$ cat src/common/bmc_bus_pkg.sv
package bmc_bus_pkg;

  // AXI4-Lite side
  localparam int AXIL_ADDR_W = 14;  // byte address
  localparam int AXIL_DATA_W = 32;

  typedef logic [AXIL_ADDR_W-1:0] axil_addr_t;
  typedef logic [AXIL_DATA_W-1:0] axil_data_t;
  typedef logic [1:0]             axil_resp_t;

  localparam axil_resp_t RESP_OKAY   = 2'b00;
  localparam axil_resp_t RESP_SLVERR = 2'b10;

  // internal register bus
  localparam int REG_W      = 16;
  localparam int REG_ADDR_W = AXIL_ADDR_W - 2;  // word address

  typedef logic [REG_ADDR_W-1:0] reg_addr_t;
  typedef logic [REG_W-1:0]      reg_data_t;

  // region map, each region is 0x40 words
  localparam int REGION_OFFS_W = 6;
  typedef logic [REGION_OFFS_W-1:0] reg_offs_t;

  localparam reg_addr_t SYS_BASE = 12'h000;
  localparam reg_addr_t LC_BASE  = 12'h100;
  localparam reg_addr_t IRQ_BASE = 12'h200;

  localparam int NUM_BLOCKS = 3;
  localparam int SEL_SYS    = 0;
  localparam int SEL_LC     = 1;
  localparam int SEL_IRQ    = 2;

  typedef logic [NUM_BLOCKS-1:0] block_sel_t;  // one-hot

  localparam reg_addr_t [NUM_BLOCKS-1:0] BLOCK_BASE = {IRQ_BASE, LC_BASE, SYS_BASE};

  // register offsets inside a region
  localparam reg_offs_t SYS_ID_OFFS     = 6'h00;
  localparam reg_offs_t SYS_REV_OFFS    = 6'h01;
  localparam reg_offs_t SYS_CFG_OFFS    = 6'h02;
  localparam reg_offs_t LC_INRANGE_OFFS = 6'h20;
  localparam reg_offs_t LC_HCLR_OFFS    = 6'h21;
  localparam reg_offs_t IRQ_PEND_OFFS   = 6'h00;
  localparam reg_offs_t IRQ_MASK_OFFS   = 6'h01;

endpackage

$ cat src/common/bmc_mon_pkg.sv
package bmc_mon_pkg;

  // ADC sample stream
  localparam int ADC_W  = 12;
  localparam int CHAN_W = 5;

  typedef logic [ADC_W-1:0]  adc_sample_t;
  typedef logic [CHAN_W-1:0] adc_chan_t;

  // interrupt sources
  localparam int IRQ_SOFT   = 0;  // soft threshold crossed
  localparam int IRQ_HARD   = 1;  // hard violation raised
  localparam int IRQ_DECODE = 2;  // unmapped bus access
  localparam int NUM_IRQ    = 3;

  typedef logic [NUM_IRQ-1:0] irq_vec_t;

endpackage

$ cat src/common/reg_bus_if.sv
`timescale 1ns/1ps

interface reg_bus_if;
  import bmc_bus_pkg::*;

  block_sel_t sel;    // one cycle per access
  logic       we;
  reg_addr_t  addr;
  reg_data_t  wdata;

  // one return path per block
  reg_data_t  sys_rdata;
  logic       sys_ack;
  reg_data_t  lc_rdata;
  logic       lc_ack;
  reg_data_t  irq_rdata;
  logic       irq_ack;

  modport ctrl (
    output sel, we, addr, wdata,
    input  sys_rdata, sys_ack, lc_rdata, lc_ack, irq_rdata, irq_ack
  );
  modport sys_blk (input sel, we, addr, wdata, output sys_rdata, sys_ack);
  modport lc_blk  (input sel, we, addr, wdata, output lc_rdata, lc_ack);
  modport irq_blk (input sel, we, addr, wdata, output irq_rdata, irq_ack);

endinterface

$ cat src/design/axil_reg_ctrl.sv
`timescale 1ns/1ps

module axil_reg_ctrl (
  input  logic                    gclk40,
  input  logic                    reset_i,
  input  bmc_bus_pkg::axil_addr_t s_axil_awaddr_i,
  input  logic                    s_axil_awvalid_i,
  output logic                    s_axil_awready_o,
  input  bmc_bus_pkg::axil_data_t s_axil_wdata_i,
  input  logic                    s_axil_wvalid_i,
  output logic                    s_axil_wready_o,
  output bmc_bus_pkg::axil_resp_t s_axil_bresp_o,
  output logic                    s_axil_bvalid_o,
  input  logic                    s_axil_bready_i,
  input  bmc_bus_pkg::axil_addr_t s_axil_araddr_i,
  input  logic                    s_axil_arvalid_i,
  output logic                    s_axil_arready_o,
  output bmc_bus_pkg::axil_data_t s_axil_rdata_o,
  output bmc_bus_pkg::axil_resp_t s_axil_rresp_o,
  output logic                    s_axil_rvalid_o,
  input  logic                    s_axil_rready_i,
  reg_bus_if.ctrl                 bus,
  output logic                    decode_err_o
);
  import bmc_bus_pkg::*;

  typedef enum logic [2:0] {ST_IDLE, ST_SEL, ST_ACK, ST_BRESP, ST_RRESP} state_t;

  state_t     state;
  logic       wr_go;
  logic       rd_go;
  logic       any_ack;
  reg_addr_t  acc_addr;
  block_sel_t acc_sel;
  block_sel_t sel_q;
  logic       we_q;
  reg_addr_t  addr_q;
  reg_data_t  wdata_q;
  reg_data_t  ack_rdata;
  reg_data_t  rdata_q;
  axil_resp_t resp_q;

  // region hit on the upper word-address bits
  function automatic block_sel_t decode_sel(input reg_addr_t a);
    block_sel_t s;
    s = '0;
    for (int i = 0; i < NUM_BLOCKS; i++) begin
      if ((a >> REGION_OFFS_W) == (BLOCK_BASE[i] >> REGION_OFFS_W))
        s[i] = 1'b1;
    end
    return s;
  endfunction

  assign wr_go = (state == ST_IDLE) && s_axil_awvalid_i && s_axil_wvalid_i;
  assign rd_go = (state == ST_IDLE) && s_axil_arvalid_i && !wr_go;  // write wins

  assign s_axil_awready_o = wr_go;
  assign s_axil_wready_o  = wr_go;
  assign s_axil_arready_o = rd_go;

  assign acc_addr = wr_go ? s_axil_awaddr_i[AXIL_ADDR_W-1:2] : s_axil_araddr_i[AXIL_ADDR_W-1:2];
  assign acc_sel  = decode_sel(acc_addr);

  assign any_ack   = bus.sys_ack | bus.lc_ack | bus.irq_ack;
  assign ack_rdata = ({REG_W{bus.sys_ack}} & bus.sys_rdata)
                   | ({REG_W{bus.lc_ack}}  & bus.lc_rdata)
                   | ({REG_W{bus.irq_ack}} & bus.irq_rdata);

  always_ff @(posedge gclk40) begin
    if (reset_i) begin
      state        <= ST_IDLE;
      sel_q        <= '0;
      decode_err_o <= 1'b0;
    end else begin
      sel_q        <= '0;  // select lasts a single cycle
      decode_err_o <= 1'b0;
      case (state)
        ST_IDLE: begin
          if (wr_go || rd_go) begin
            if (|acc_sel) begin
              sel_q <= acc_sel;
              state <= ST_SEL;
            end else begin
              decode_err_o <= 1'b1;  // answer directly with SLVERR
              state        <= wr_go ? ST_BRESP : ST_RRESP;
            end
          end
        end
        ST_SEL:   state <= ST_ACK;
        ST_ACK:   if (any_ack) state <= we_q ? ST_BRESP : ST_RRESP;
        ST_BRESP: if (s_axil_bready_i) state <= ST_IDLE;
        ST_RRESP: if (s_axil_rready_i) state <= ST_IDLE;
        default:  state <= ST_IDLE;
      endcase
    end
  end

  always_ff @(posedge gclk40) begin
    if (wr_go || rd_go) begin
      we_q    <= wr_go;
      addr_q  <= acc_addr;
      wdata_q <= s_axil_wdata_i[REG_W-1:0];  // upper half dropped
      resp_q  <= (|acc_sel) ? RESP_OKAY : RESP_SLVERR;
      rdata_q <= '0;
    end else if (state == ST_ACK && any_ack) begin
      rdata_q <= ack_rdata;
    end
  end

  assign bus.sel   = sel_q;
  assign bus.we    = we_q;
  assign bus.addr  = addr_q;
  assign bus.wdata = wdata_q;

  assign s_axil_bvalid_o = (state == ST_BRESP);
  assign s_axil_rvalid_o = (state == ST_RRESP);
  assign s_axil_bresp_o  = resp_q;
  assign s_axil_rresp_o  = resp_q;
  assign s_axil_rdata_o  = {{(AXIL_DATA_W-REG_W){1'b0}}, rdata_q};

  a_bvalid_hold: assert property (@(posedge gclk40) disable iff (reset_i)
    s_axil_bvalid_o && !s_axil_bready_i |=> s_axil_bvalid_o);

  a_rvalid_hold: assert property (@(posedge gclk40) disable iff (reset_i)
    s_axil_rvalid_o && !s_axil_rready_i |=> s_axil_rvalid_o);

  a_sel_single: assert property (@(posedge gclk40) disable iff (reset_i)
    |bus.sel |=> !(|bus.sel));

endmodule

$ cat src/design/sys_config_regs.sv
`timescale 1ns/1ps

module sys_config_regs #(
  parameter bmc_bus_pkg::reg_data_t BOARD_ID           = 16'h0000,
  parameter bmc_bus_pkg::reg_data_t REVISION           = 16'h0000,
  parameter logic [7:0]             DEFAULT_SYS_CONFIG = 8'h00
) (
  input  logic       gclk40,
  input  logic       reset_i,
  reg_bus_if.sys_blk bus,
  output logic [7:0] sys_config_o
);
  import bmc_bus_pkg::*;

  logic      sel;
  reg_offs_t offs;

  assign sel  = bus.sel[SEL_SYS];
  assign offs = bus.addr[REGION_OFFS_W-1:0];

  always_ff @(posedge gclk40) begin
    if (reset_i) begin
      sys_config_o <= DEFAULT_SYS_CONFIG;
      bus.sys_ack  <= 1'b0;
    end else begin
      bus.sys_ack <= sel;
      if (sel && bus.we && offs == SYS_CFG_OFFS)
        sys_config_o <= bus.wdata[7:0];  // id and revision ignore writes
    end
  end

  always_ff @(posedge gclk40) begin
    if (sel) begin
      case (offs)
        SYS_ID_OFFS:  bus.sys_rdata <= BOARD_ID;
        SYS_REV_OFFS: bus.sys_rdata <= REVISION;
        SYS_CFG_OFFS: bus.sys_rdata <= {8'h00, sys_config_o};
        default:      bus.sys_rdata <= '0;
      endcase
    end
  end

endmodule

$ cat src/level_checker/level_checker.sv
`timescale 1ns/1ps

module level_checker #(
  parameter int NUM_CHANNELS = 8
) (
  input  logic                     gclk40,
  input  logic                     reset_i,
  reg_bus_if.lc_blk                bus,
  input  logic                     adc_strb_i,
  input  bmc_mon_pkg::adc_chan_t   adc_channel_i,
  input  bmc_mon_pkg::adc_sample_t adc_result_i,
  output logic                     soft_viol_o,
  output logic [NUM_CHANNELS-1:0]  v_in_range_o,
  output logic                     hard_viol_o
);
  import bmc_bus_pkg::*;
  import bmc_mon_pkg::*;

  localparam int IDX_W = (NUM_CHANNELS > 1) ? $clog2(NUM_CHANNELS) : 1;

  adc_sample_t      soft_thr [NUM_CHANNELS];
  adc_sample_t      hard_thr [NUM_CHANNELS];
  logic             sel;
  reg_offs_t        offs;
  logic             thr_hit;
  logic [IDX_W-1:0] thr_ch;
  logic [IDX_W-1:0] smp_ch;
  logic             smp_ok;
  logic             over_soft;
  logic             over_hard;
  reg_data_t        rd_next;

  assign sel     = bus.sel[SEL_LC];
  assign offs    = bus.addr[REGION_OFFS_W-1:0];
  assign thr_hit = int'(offs) < 2 * NUM_CHANNELS;  // soft/hard pairs from offset 0
  assign thr_ch  = offs[IDX_W:1];

  assign smp_ok    = adc_strb_i && (int'(adc_channel_i) < NUM_CHANNELS);
  assign smp_ch    = adc_channel_i[IDX_W-1:0];
  assign over_soft = adc_result_i > soft_thr[smp_ch];
  assign over_hard = adc_result_i > hard_thr[smp_ch];

  always_ff @(posedge gclk40) begin
    if (reset_i) begin
      for (int i = 0; i < NUM_CHANNELS; i++) begin
        soft_thr[i] <= '1;
        hard_thr[i] <= '1;
      end
    end else if (sel && bus.we && thr_hit) begin
      if (offs[0])
        hard_thr[thr_ch] <= bus.wdata[ADC_W-1:0];
      else
        soft_thr[thr_ch] <= bus.wdata[ADC_W-1:0];
    end
  end

  always_ff @(posedge gclk40) begin
    if (reset_i) begin
      v_in_range_o <= '1;
      soft_viol_o  <= 1'b0;
      hard_viol_o  <= 1'b0;
      bus.lc_ack   <= 1'b0;
    end else begin
      bus.lc_ack  <= sel;
      soft_viol_o <= smp_ok && over_soft;  // one-cycle pulse
      if (smp_ok)
        v_in_range_o[smp_ch] <= !over_soft;
      // a new violation beats a clear in the same cycle
      if (smp_ok && over_hard)
        hard_viol_o <= 1'b1;
      else if (sel && bus.we && offs == LC_HCLR_OFFS)
        hard_viol_o <= 1'b0;
    end
  end

  always_comb begin
    rd_next = '0;
    if (thr_hit)
      rd_next[ADC_W-1:0] = offs[0] ? hard_thr[thr_ch] : soft_thr[thr_ch];
    else if (offs == LC_INRANGE_OFFS)
      rd_next[NUM_CHANNELS-1:0] = v_in_range_o;
  end

  always_ff @(posedge gclk40) begin
    if (sel) bus.lc_rdata <= rd_next;
  end

  a_bad_chan_ignored: assert property (@(posedge gclk40) disable iff (reset_i)
    adc_strb_i && (int'(adc_channel_i) >= NUM_CHANNELS) |=> $stable(v_in_range_o));

endmodule

$ cat src/design/irq_controller.sv
`timescale 1ns/1ps

module irq_controller (
  input  logic                  gclk40,
  input  logic                  reset_i,
  reg_bus_if.irq_blk            bus,
  input  bmc_mon_pkg::irq_vec_t irq_src_i,
  output logic                  irq_o
);
  import bmc_bus_pkg::*;
  import bmc_mon_pkg::*;

  irq_vec_t  pending;
  irq_vec_t  mask;
  irq_vec_t  src_set;
  irq_vec_t  clr;
  logic      hard_q;
  logic      sel;
  reg_offs_t offs;
  reg_data_t rd_next;

  assign sel  = bus.sel[SEL_IRQ];
  assign offs = bus.addr[REGION_OFFS_W-1:0];

  // hard violation arrives as a sticky level, only its rising edge counts
  always_comb begin
    src_set           = irq_src_i;
    src_set[IRQ_HARD] = irq_src_i[IRQ_HARD] & ~hard_q;
  end

  assign clr = (sel && bus.we && offs == IRQ_PEND_OFFS) ? bus.wdata[NUM_IRQ-1:0] : '0;

  always_ff @(posedge gclk40) begin
    if (reset_i) begin
      pending     <= '0;
      mask        <= '0;
      hard_q      <= 1'b0;
      irq_o       <= 1'b0;
      bus.irq_ack <= 1'b0;
    end else begin
      hard_q      <= irq_src_i[IRQ_HARD];
      bus.irq_ack <= sel;
      pending     <= (pending & ~clr) | src_set;  // new event survives its own clear
      if (sel && bus.we && offs == IRQ_MASK_OFFS)
        mask <= bus.wdata[NUM_IRQ-1:0];
      irq_o <= |(pending & mask);
    end
  end

  always_comb begin
    rd_next = '0;
    if (offs == IRQ_PEND_OFFS)
      rd_next[NUM_IRQ-1:0] = pending;
    else if (offs == IRQ_MASK_OFFS)
      rd_next[NUM_IRQ-1:0] = mask;
  end

  always_ff @(posedge gclk40) begin
    if (sel) bus.irq_rdata <= rd_next;
  end

endmodule

$ cat src/design/bmc_top.sv
`timescale 1ns/1ps

module bmc_top #(
  parameter int                     NUM_CHANNELS       = 8,
  parameter bmc_bus_pkg::reg_data_t BOARD_ID           = 16'hB3C1,
  parameter bmc_bus_pkg::reg_data_t REVISION           = 16'h0201,
  parameter logic [7:0]             DEFAULT_SYS_CONFIG = 8'h5A
) (
  input  logic                     gclk40,
  input  logic                     reset_i,
  input  bmc_bus_pkg::axil_addr_t  s_axil_awaddr_i,
  input  logic                     s_axil_awvalid_i,
  output logic                     s_axil_awready_o,
  input  bmc_bus_pkg::axil_data_t  s_axil_wdata_i,
  input  logic                     s_axil_wvalid_i,
  output logic                     s_axil_wready_o,
  output bmc_bus_pkg::axil_resp_t  s_axil_bresp_o,
  output logic                     s_axil_bvalid_o,
  input  logic                     s_axil_bready_i,
  input  bmc_bus_pkg::axil_addr_t  s_axil_araddr_i,
  input  logic                     s_axil_arvalid_i,
  output logic                     s_axil_arready_o,
  output bmc_bus_pkg::axil_data_t  s_axil_rdata_o,
  output bmc_bus_pkg::axil_resp_t  s_axil_rresp_o,
  output logic                     s_axil_rvalid_o,
  input  logic                     s_axil_rready_i,
  input  logic                     adc_strb_i,
  input  bmc_mon_pkg::adc_chan_t   adc_channel_i,
  input  bmc_mon_pkg::adc_sample_t adc_result_i,
  output logic [7:0]               sys_config_o,
  output logic [NUM_CHANNELS-1:0]  v_in_range_o,
  output logic                     hard_viol_o,
  output logic                     irq_o
);
  import bmc_mon_pkg::*;

  logic     decode_err;
  logic     soft_viol;
  irq_vec_t irq_src;

  reg_bus_if bus ();

  axil_reg_ctrl u_ctrl (
    .gclk40(gclk40), .reset_i(reset_i),
    .s_axil_awaddr_i(s_axil_awaddr_i), .s_axil_awvalid_i(s_axil_awvalid_i),
    .s_axil_awready_o(s_axil_awready_o),
    .s_axil_wdata_i(s_axil_wdata_i), .s_axil_wvalid_i(s_axil_wvalid_i),
    .s_axil_wready_o(s_axil_wready_o),
    .s_axil_bresp_o(s_axil_bresp_o), .s_axil_bvalid_o(s_axil_bvalid_o),
    .s_axil_bready_i(s_axil_bready_i),
    .s_axil_araddr_i(s_axil_araddr_i), .s_axil_arvalid_i(s_axil_arvalid_i),
    .s_axil_arready_o(s_axil_arready_o),
    .s_axil_rdata_o(s_axil_rdata_o), .s_axil_rresp_o(s_axil_rresp_o),
    .s_axil_rvalid_o(s_axil_rvalid_o), .s_axil_rready_i(s_axil_rready_i),
    .bus(bus.ctrl), .decode_err_o(decode_err)
  );

  sys_config_regs #(
    .BOARD_ID(BOARD_ID), .REVISION(REVISION), .DEFAULT_SYS_CONFIG(DEFAULT_SYS_CONFIG)
  ) u_sys (
    .gclk40(gclk40), .reset_i(reset_i), .bus(bus.sys_blk), .sys_config_o(sys_config_o)
  );

  level_checker #(
    .NUM_CHANNELS(NUM_CHANNELS)
  ) u_lc (
    .gclk40(gclk40), .reset_i(reset_i), .bus(bus.lc_blk),
    .adc_strb_i(adc_strb_i), .adc_channel_i(adc_channel_i), .adc_result_i(adc_result_i),
    .soft_viol_o(soft_viol), .v_in_range_o(v_in_range_o), .hard_viol_o(hard_viol_o)
  );

  assign irq_src[IRQ_SOFT]   = soft_viol;
  assign irq_src[IRQ_HARD]   = hard_viol_o;  // edge taken inside the irq block
  assign irq_src[IRQ_DECODE] = decode_err;

  irq_controller u_irq (
    .gclk40(gclk40), .reset_i(reset_i), .bus(bus.irq_blk),
    .irq_src_i(irq_src), .irq_o(irq_o)
  );

endmodule

$ cat config.mk
export PLATFORM = sky130hd
export DESIGN_NAME = bmc_top
export DESIGN_NICKNAME = d
export VERILOG_FILES = /design/src/common/bmc_bus_pkg.sv /design/src/common/bmc_mon_pkg.sv /design/src/common/reg_bus_if.sv /design/src/design/axil_reg_ctrl.sv /design/src/design/sys_config_regs.sv /design/src/level_checker/level_checker.sv /design/src/design/irq_controller.sv /design/src/design/bmc_top.sv
export SDC_FILE = /design/constraint.sdc
export NUM_CORES = 1
export LEC_CHECK = 0
export BUFFER_PORTS_ARGS = -buffer_cell sky130_fd_sc_hd__buf_2
export CAP_MARGIN = 40
export CORE_MARGIN = 2
export CORE_UTILIZATION = 55
export DETAILED_ROUTE_END_ITERATION = 8
export PLACE_DENSITY = 0.75
export REMOVE_ABC_BUFFERS = 1
export SKIP_LAST_GASP = 1
export SLEW_MARGIN = 20
export SYNTH_ARGS = -nofsm -noshare
export SYNTH_HDL_FRONTEND = slang
export SYNTH_HIERARCHICAL = 1
export SYNTH_SLANG_ARGS = --single-unit
$ cat constraint.sdc
create_clock -name gclk40 -period 3.65 [get_ports gclk40]
set_input_delay 0.365 -clock gclk40 [delete_from_list [all_inputs] [get_ports gclk40]]
set_output_delay 0.365 -clock gclk40 [all_outputs]
set_load 0.1 [all_outputs]
==> flow_summary.toml, run 1 <==
[critical_path]
crit_family = "simple AND/OR/NAND/NOR gates"
cp-end-kind = "register"
r2r_slack_ns = 0.67
cp_max_fo = 13
r2r_cells = 4
r2r_end = "u_lc/hard_thr[3][8]"
cp_num_buf_inv = 1
crit_type = "register to register"
crit_arrival_ns = 3.22
slowest_delay_ns = 0.72
r2r-start = "u_ctrl/bus.addr[2]"
crit_path_start_kind = "register"
path_cells = "and2_1 -> nand3b_1 -> nand2b_1 -> buf_4"
worstPathRequired_ns = 3.89
crit_slowest_cell = "edfxtp_1"

[drt]
ant_nets = 0
dr.pass1.iters = 6
drt-initial-drc-count = 1653
routed-via-count = 11800
drc = 0
wl_per_cell_um = 25.7
avgViaCountPerCell = 6.47
wl_mm = 47.1

[grt]
grt_usage_pct = 30.8
overflow = 0
grt_pass1_vias = 11400
grt_max_degree = 57
grt_first_pass_wirelength_mm = 70.0
antenna_found_initial = 0

[cells_and_area]
drive_above_1_share_pct = 34.4
area_delta_synth_final_pct = 13.0
fin_cells = 1832
final_nets = 1539
diodes = 0

[timing]
whs_ns = 0.0927
tns_ns = 0
worst_pin_slew_ns = 0.898
fin_skew_ns = 0.0227
finalSetupViolCount = 0
rsz0062_at_grt = "false"
slew_viol_final = 0
hold_viol_final = 0
slew_headroom_pct = 40.0
fin_ws_ns = 0.670
fmax_mhz = 336
post-route-min-period_ns = 2.98
fin_crit_sh_pct = 81.6

[worst_hold_path]
hold_class = "input port to register"
hold_path.startpoint = "s_axil_araddr_i[5]"
hold_end = "u_ctrl/bus.addr[3]"
min_path_cells = 2

[clock_tree]
path_clk_slew_ns = 0.06
htree_levels = 1
cts_tree = "yes"
cts_setup_buffers = 0
numCtsBuffers = 30
cts_sinks = 289
clk_root_buffer_cell = "clkbuf_16"
clockBufferDepth = 3
clock_latency_ns = 0.58

[die]
die_y_um = 173
core_area_mm2 = 0.0279
io_pins = 144
start_util_pct = 56.1
rows = 61
chipWidth_um = 173
die_area_mm2 = 0.0299

[place]
io_buffers = 101
pre_cts_ws_ns = 0.229
place_inst = 1761
dpl.hpwl_mm = 32.6
gp_congestion = 0.989

[synth]
syn_inst = 1324
netlist_area_mm2 = 0.0157
ys_warn_count = 6
avgSynthCellArea_um2 = 11.8

[status]
status = "finished, final reports clean"

[run]
drv_cap = 0

[pwr]
vdd_ir_drop_max_uv = 440
p_leak_nw = 5.65
power_density_mw_per_mm2 = 497
## flip-flops by register name, summed over array words and instances (netlist names), 3 cells and up
signal / count
u_ctrl/bus.wdata: 12
u_lc/v_in_range_o: 8
u_lc/hard_thr: 96
u_ctrl/bus.addr: 6
u_sys/sys_config_o: 8
u_irq/mask: 3
u_ctrl/bus.sel: 3
u_sys/bus.sys_rdata: 10
u_lc/soft_thr: 96
u_lc/bus.lc_rdata: 12
u_ctrl/rdata_q: 16
u_irq/bus.irq_rdata: 3
u_ctrl/state: 3
u_irq/pending: 3
## placed cells by master, fill, tap and decap left out, types with 29 or more instances in the layout
| cell type | instances |
|---|---|
| mux2_2 | 42 |
| nor2_1 | 72 |
| a22oi_1 | 30 |
| or2_2 | 182 |
| a21oi_1 | 58 |
| dfxtp_1 | 52 |
| nand2b_1 | 38 |
| nand2_1 | 47 |
| conb_1 | 38 |
| mux2i_1 | 58 |
| a211oi_1 | 29 |
| o21ai_0 | 37 |
| edfxtp_1 | 237 |
| buf_2 | 101 |
| clkbuf_16 | 30 |
| buf_4 | 67 |
## per-layer routing
layer / vias up / GRT usage [%] / routed length [um]
met5: - / 0 / 0
met3: 150 / 5.47 / 5040
met1: 5779 / 41.7 / 18400
met2: 797 / 48.4 / 21200
met4: 0 / 14.6 / 2490
li1: 5121 / - / -
## final cells by class
cell class / count / area (um^2)
clock buffer: 36 / 793
clock inverter: 20 / 241
fill: 2174 / 10200
inverter: 9 / 33.8
multi-input combinational: 911 / 6730
sequential: 289 / 8160
tap: 378 / 473
timing repair buffer: 189 / 1280
## stage by stage
step / power, W / area (um^2) / utilization [%]
floorplan: 0.00485 / 14900 / -
global placement: 0.00556 / 16500 / 59.1
detailed placement: 0.00560 / 16500 / 59.2
CTS: 0.00878 / 17700 / 63.3
global route: 0.00903 / 17700 / 63.4
finish: 0.00881 / 17700 / 63.4
## worst max path at each step
| stage | from | endpoint | depth (start not counted) |
|---|---|---|---|
| global placement | adc_channel_i[1] | u_lc/v_in_range_o[3] | 11 |
| global route | u_lc/soft_thr[3][9] | u_lc/v_in_range_o[4] | 10 |
| floorplan | u_ctrl/bus.addr[2] | u_lc/hard_thr[7][0] | 3 |
| finish | u_ctrl/bus.addr[2] | u_lc/hard_thr[3][8] | 4 |
| CTS | u_ctrl/bus.addr[2] | u_lc/hard_thr[3][8] | 4 |
| detailed placement | adc_channel_i[1] | u_lc/v_in_range_o[3] | 11 |
## timing repair
| action | 4_1_cts | 5_1_grt |
|---|---|---|
| hold endpoints to repair | 13 | 0 |
| resized for setup | 0 | 0 |
| hold buffers | 13 | 0 |
## power breakdown
| part | total [W] | switching (W) | leakage, nW | internal, W |
|---|---|---|---|---|
| combinational | 0.00171 | 0.00115 | 2.99 | 0.000560 |
| sequential | 0.00388 | 0.000227 | 2.16 | 0.00365 |
| clock | 0.00322 | 0.00132 | 0.498 | 0.00190 |
Note: power is estimated with default switching activity, not from simulation.
==> run 2: changes to the inputs <==
- ABC_AREA: default -> 1
- PLACE_DENSITY: 0.75 -> 0.78
- clock period: 3.65 -> 2.45 ns (I/O delays scaled with it)
==> run 2 against run 1 <==
Global-route usage grew 2.2 points. First-iteration DRC count grew 24%. Utilization grew 1.6 points. Synthesized cell count up 39%. Register-to-register slack got worse by 0.49 ns. Setup slack got worse by 0.49 ns. Sequential cell count unchanged. Routed wire length grew 6.6%. Critical path type unchanged. Largest cell class unchanged.
==> flow_summary.toml, run 2 <==
[timing]
finalSetupViolCount = 0
rsz0062_at_grt = "false"
fmax_mhz = 440
slew_viol_final = 0
fin_crit_sh_pct = 92.8
tns_ns = 0
hold_viol_final = 0
fin_skew_ns = 0.0128
slew_headroom_pct = 42.2
whs_ns = 0.0364
post-route-min-period_ns = 2.27
fin_ws_ns = 0.177
worst_pin_slew_ns = 0.866

[grt]
grt_pass1_vias = 13000
use_met2_pct = 50.7
overflow = 0
met3_usage_pct = 10.4
grt_first_pass_wirelength_mm = 76.0
antenna_found_initial = 3
grt_usage_pct = 33.0
globalRouteMet1Util_pct = 42.8
top_usage_layer = "met2"
grt_max_degree = 33

[critical_path]
crit_path_start_kind = "register"
path_cells = "buf_12 -> nand3_2 -> o21ai_0 -> nor2_1 -> nand3_1 -> nand2_1 -> nor2_1"
crit_type = "register to register"
crit_slowest_cell = "edfxtp_1"
slowest_delay_ns = 0.63
cp-end-kind = "register"
r2r_end = "u_lc/bus.lc_rdata[10]"
critPathMostFrequentCell = "nor2_1"
worstPathRequired_ns = 2.79
r2r-start = "u_ctrl/bus.addr[3]"
crit_arrival_ns = 2.62
cp_max_fo = 24
r2r_cells = 7
r2r_slack_ns = 0.18

[pwr]
total_power_w = 0.0156
power_density_mw_per_mm2 = 858
vdd_ir_drop_max_uv = 594
p_leak_nw = 7.65

[drt]
wl_per_cell_um = 20.8
ant_nets = 0
drt-initial-drc-count = 2047
dr.pass1.iters = 6
wl_mm = 50.2
avgViaCountPerCell = 5.79
routed-via-count = 14000
drc = 0

[clock_tree]
numCtsBuffers = 30
clk_root_buffer_cell = "clkbuf_16"
cts_resized = 0
htree_levels = 1
clockBufferDepth = 3
path_clk_slew_ns = 0.06
cts_sinks = 289
cts_tree = "yes"
cts_setup_buffers = 0
clock_latency_ns = 0.57

[worst_hold_path]
hold_end = "u_ctrl/state[2]"
min_path_cells = 4
hold_class = "input port to register"
hold_path.startpoint = "s_axil_rready_i"

[die]
die_area_mm2 = 0.0299
chipWidth_um = 173
rows = 61
start_util_pct = 56.3
core_area_mm2 = 0.0279
io_pins = 144
die_y_um = 173

[status]
status = "finished, final reports clean"

[cells_and_area]
n_fill_cell = 2286
drive_above_1_share_pct = 16.6
area_delta_synth_final_pct = 15.5
multi_input_area_mm2 = 0.00601
final_common_cell = "nand2_1"
final_area_mm2 = 0.0182
layout_common_cells = "651 x nand2_1, 237 x edfxtp_1, 189 x inv_1, 122 x nor2_1, 101 x buf_2"
top_regs = "u_lc/hard_thr: 96 flops, u_lc/soft_thr: 96 flops, u_ctrl/rdata_q: 16 flops"
seq_area_mm2 = 0.00816
final_nets = 2117

[synth]
ys_warn_count = 6
netlist_area_mm2 = 0.0157
syn_inst = 1842
avgSynthCellArea_um2 = 8.53

[place]
pre_cts_ws_ns = -0.0710
dpl.hpwl_mm = 36.0
io_buffers = 101
gp_congestion = 0.980
placed_cell_area_mm2 = 0.0169

[run]
drv_cap = 0
-- run 2: timing repair --
action / 4_1_cts / 5_1_grt
hold buffers: 25 / 0
setup endpoints to repair: 0 / 0
hold endpoints to repair: 19 / 0
-- run 2: through the flow --
step	utilization [%]	std cells
detailed placement	60.4	2327
floorplan	-	1739
global placement	60.3	2326
global route	65.0	2410
CTS	64.9	2408
finish	65.0	2411
-- run 2: power by group --
| group | leakage, nW | internal, W | switching [W] |
|---|---|---|---|
| sequential | 2.16 | 0.00552 | 0.000196 |
| combinational | 4.99 | 0.00145 | 0.00377 |
| clock | 0.506 | 0.00273 | 0.00192 |
-- run 2: how the worst max path moves through the flow --
stage / from / endpoint / slack (ns) / cells past startpoint
2_1_floorplan: u_ctrl/bus.addr[1] / u_lc/hard_thr[0][0] / -1.45 / 3
3_3_place_gp: adc_channel_i[0] / u_lc/v_in_range_o[3] / 0.02 / 17
3_5_place_dp: adc_channel_i[0] / u_lc/v_in_range_o[2] / -0.07 / 17
4_1_cts: u_ctrl/state[2] / s_axil_awready_o / 0.19 / 5
5_1_grt: u_lc/soft_thr[1][11] / u_lc/v_in_range_o[3] / 0.006 / 13
6_report: u_ctrl/bus.addr[3] / u_lc/bus.lc_rdata[10] / 0.18 / 7
-- run 2: worst max-delay path, delay by kind of cell, from the launching register on --
kind / cells / cell delay, ns
flops: 1 / 0.63
compound gates: 1 / 0.26
buf+inv: 1 / 0.26
simple gates: 5 / 0.90
-- run 2: area by class of cell --
type,count,share of cell area [%]
Clock buffer,45,5.13
Tap cell,378,2.60
Sequential cell,289,44.9
Antenna cell,1,0.0138
Multi-Input combinational cell,1243,33.1
Inverter,207,4.29
Timing Repair Buffer,237,9.47
Clock inverter,11,0.475
-- run 2: per-layer routing --
layer / routed length, um / share of wire (%) / up-vias
li1: - / - / 6327
met1: 18900 / 38 / 6426
met2: 21900 / 44 / 1033
met3: 6770 / 13 / 183
met4: 2630 / 5.2 / 2
met5: 9 / 0.018 / -
==> run 3: changes to the inputs <==
- CORE_UTILIZATION: 55 -> 54
- PLACE_DENSITY: 0.78 -> 0.77
- SYNTH_HIERARCHICAL: 1 -> default
==> run 3 against run 2 <==
Die area shrank 5.9%. Cell area shrank 5.3%. Global-route usage grew 1.4 points. Clock-buffer cell count grew 3. Hold slack lost 0.0060 ns. Non-clock buffer count grew 7. Via count shrank 8.0%. Fmax shrank 2.4%. Critical path type unchanged.
==> flow_summary.toml, run 3 <==
[status]
status = "finished, final reports clean"

[cells_and_area]
top_regs = "u_lc.hard_thr: 96 flops, u_lc.soft_thr: 96 flops, u_ctrl.rdata_q: 13 flops"
final_nets = 1813
drive_above_1_share_pct = 20.4
fin_cells = 2064
final_common_cell = "nand2_1"
area_delta_synth_final_pct = 18.5
layout_common_cells = "317 x nand2_1, 237 x edfxtp_1, 150 x o21ai_0, 130 x inv_1, 114 x buf_4"
diodes = 0

[worst_hold_path]
hold_path.startpoint = "s_axil_bready_i"
min_path_cells = 4
hold_end = "u_ctrl.state[0]"
hold_class = "input port to register"

[critical_path]
r2r_cells = 13
crit_arrival_ns = 2.78
cp_max_fo = 9
r2r_slack_ns = 0.12
worstPathRequired_ns = 2.90
cp-end-kind = "register"
r2r-start = "u_lc.soft_thr[0][0]"
crit_type = "register to register"
crit_path_start_kind = "register"
r2r_end = "u_lc.v_in_range_o[3]"

[clock_tree]
clk_root_buffer_cell = "clkbuf_16"
clockBufferDepth = 3
cts_sinks = 289
numCtsBuffers = 31
clock_latency_ns = 0.57
cts_setup_buffers = 0
cts_tree = "yes"
path_clk_slew_ns = 0.06
htree_levels = 1

[pwr]
vdd_ir_drop_max_uv = 632
total_power_w = 0.0153
power_density_mw_per_mm2 = 888
p_leak_nw = 6.27

[synth]
synth_seq_area_share_pct = 56.2
netlist_area_mm2 = 0.0145
ys_warn_count = 0
synth_area_leaders = "edfxtp_1 49%, nand2_1 8.2%, dfxtp_1 7.2%"
synth-edff-count = 237
syn_inst = 1528
synth_top_area_share_pct = 49.1
async_flop_share_pct = 0
synth.most_common_cell = "nand2_1"
avgSynthCellArea_um2 = 9.49
ys.flop_type = "edfxtp_1"
post_synth_num_cell_types = 42
synth_area_leader_cell = "edfxtp_1"
ys_seq_elements = 289
synthTopCellsByCount = "317 x nand2_1, 237 x edfxtp_1, 158 x o21ai_0"

[timing]
fmax_mhz = 429
hold_viol_final = 0
fin_crit_sh_pct = 95.1
fin_skew_ns = 0.0229
slew_viol_final = 0
worst_pin_slew_ns = 0.873
post-route-min-period_ns = 2.33
whs_ns = 0.0304
finalSetupViolCount = 0
slew_headroom_pct = 41.7
rsz0062_at_grt = "true"

[drt]
ant_nets = 0
wl_per_cell_um = 23.7
drc = 0
avgViaCountPerCell = 6.23
drt-initial-drc-count = 2015
dr.pass1.iters = 6
wl_mm = 49.0
routed-via-count = 12900

[run]
drv_cap = 0

[die]
die_y_um = 168
rows = 59
io_pins = 144
chipWidth_um = 168
start_util_pct = 55.3
die_area_mm2 = 0.0282
core_area_mm2 = 0.0262

[grt]
grt_pass1_vias = 12300
grt_first_pass_wirelength_mm = 73.1
grt_max_degree = 111
overflow = 0
grt_usage_pct = 34.5
antenna_found_initial = 0

[place]
gp_congestion = 1.01
place_inst = 1987
io_buffers = 100
dpl.hpwl_mm = 33.5
[run 3: worst max-delay path by stage]
stage,slack [ns],from,endpoint,depth (start not counted)
floorplan,-1.23,register,u_lc.bus.lc_rdata[0],7
global placement,-0.31,adc_channel_i[1],u_lc.hard_viol_o,16
detailed placement,-0.37,adc_channel_i[1],u_lc.hard_viol_o,16
CTS,0.04,u_lc.soft_thr[5][9],u_lc.v_in_range_o[6],13
global route,-0.05,u_lc.soft_thr[3][1],u_lc.v_in_range_o[5],17
finish,0.12,u_lc.soft_thr[0][0],u_lc.v_in_range_o[3],13
[run 3: cell families (layout without fill, tap and decap cells)]
| logic type | count (synthesis) | in the layout | synth area share, % |
|---|---|---|---|
| and+or+nand+nor | 570 | 570 | 17.5 |
| adders and majority gates | 24 | 24 | 2.07 |
| DFF | 289 | 289 | 56.2 |
| buffers and inverters | 276 | 459 | 8.48 |
| other | 1 | 19 | 0.0259 |
| AOI/OAI and AO/OA | 368 | 368 | 15.7 |
[run 3: power by group]
group,internal (W),switching (W)
registers,0.00554,0.000167
logic,0.00127,0.00362
clock network,0.00277,0.00191
total,0.00958,0.00569
[run 3: repair_timing]
item                                    4_1_cts  5_1_grt
resized for setup                             3        9
pin swaps                                     0        1
hold buffers                                 19        0
hold endpoints to repair                     16        0
endpoints found under the setup margin        9        9
[run 3: critical path, stage by stage (launching register included)]
cell and delay, ns:
edfxtp_1 0.44, a221oi_2 0.41, buf_4 0.17, nand4_1 0.15, ha_1 0.24, nor2_1 0.10, nor2_1 0.05, o21ai_0 0.15
nand2_1 0.08, nand2_1 0.08, o21ai_2 0.07, buf_12 0.14, nand3_1 0.07, nand3_1 0.08
[run 3: cell type report]
cell class	instances	area, um^2
tap	335	419
multi-input combinational	981	5250
sequential	289	8160
clock inverter	10	125
timing repair buffer	244	1770
fill	2057	9020
inverter	157	589
clock buffer	48	880
[run 3: routing by layer]
metal  global-route usage, %  part of all wire (%)  wire length, um  vias to the layer above
met5                       0                     0                0                        -
met4                    16.4                   5.5             2670                        0
met1                    45.8                    37            18200                     6112
li1                        -                     -                -                     5669
met3                    5.48                    10             4980                      174
met2                    55.8                    47            23100                      896
[run 3: metrics by stage]
stage | utilization, % | setup slack (ns) | area [um^2] | TNS (ns)
2_1_floorplan | - | -1.23 | 13900 | -43.64
3_3_place_gp | 60.8 | -0.306 | 15900 | -2.76
3_5_place_dp | 60.8 | -0.368 | 15900 | -3.30
4_1_cts | 65.4 | 0.0411 | 17100 | 0
5_1_grt | 65.6 | -0.0533 | 17200 | -0.219
6_report | 65.6 | 0.120 | 17200 | 0
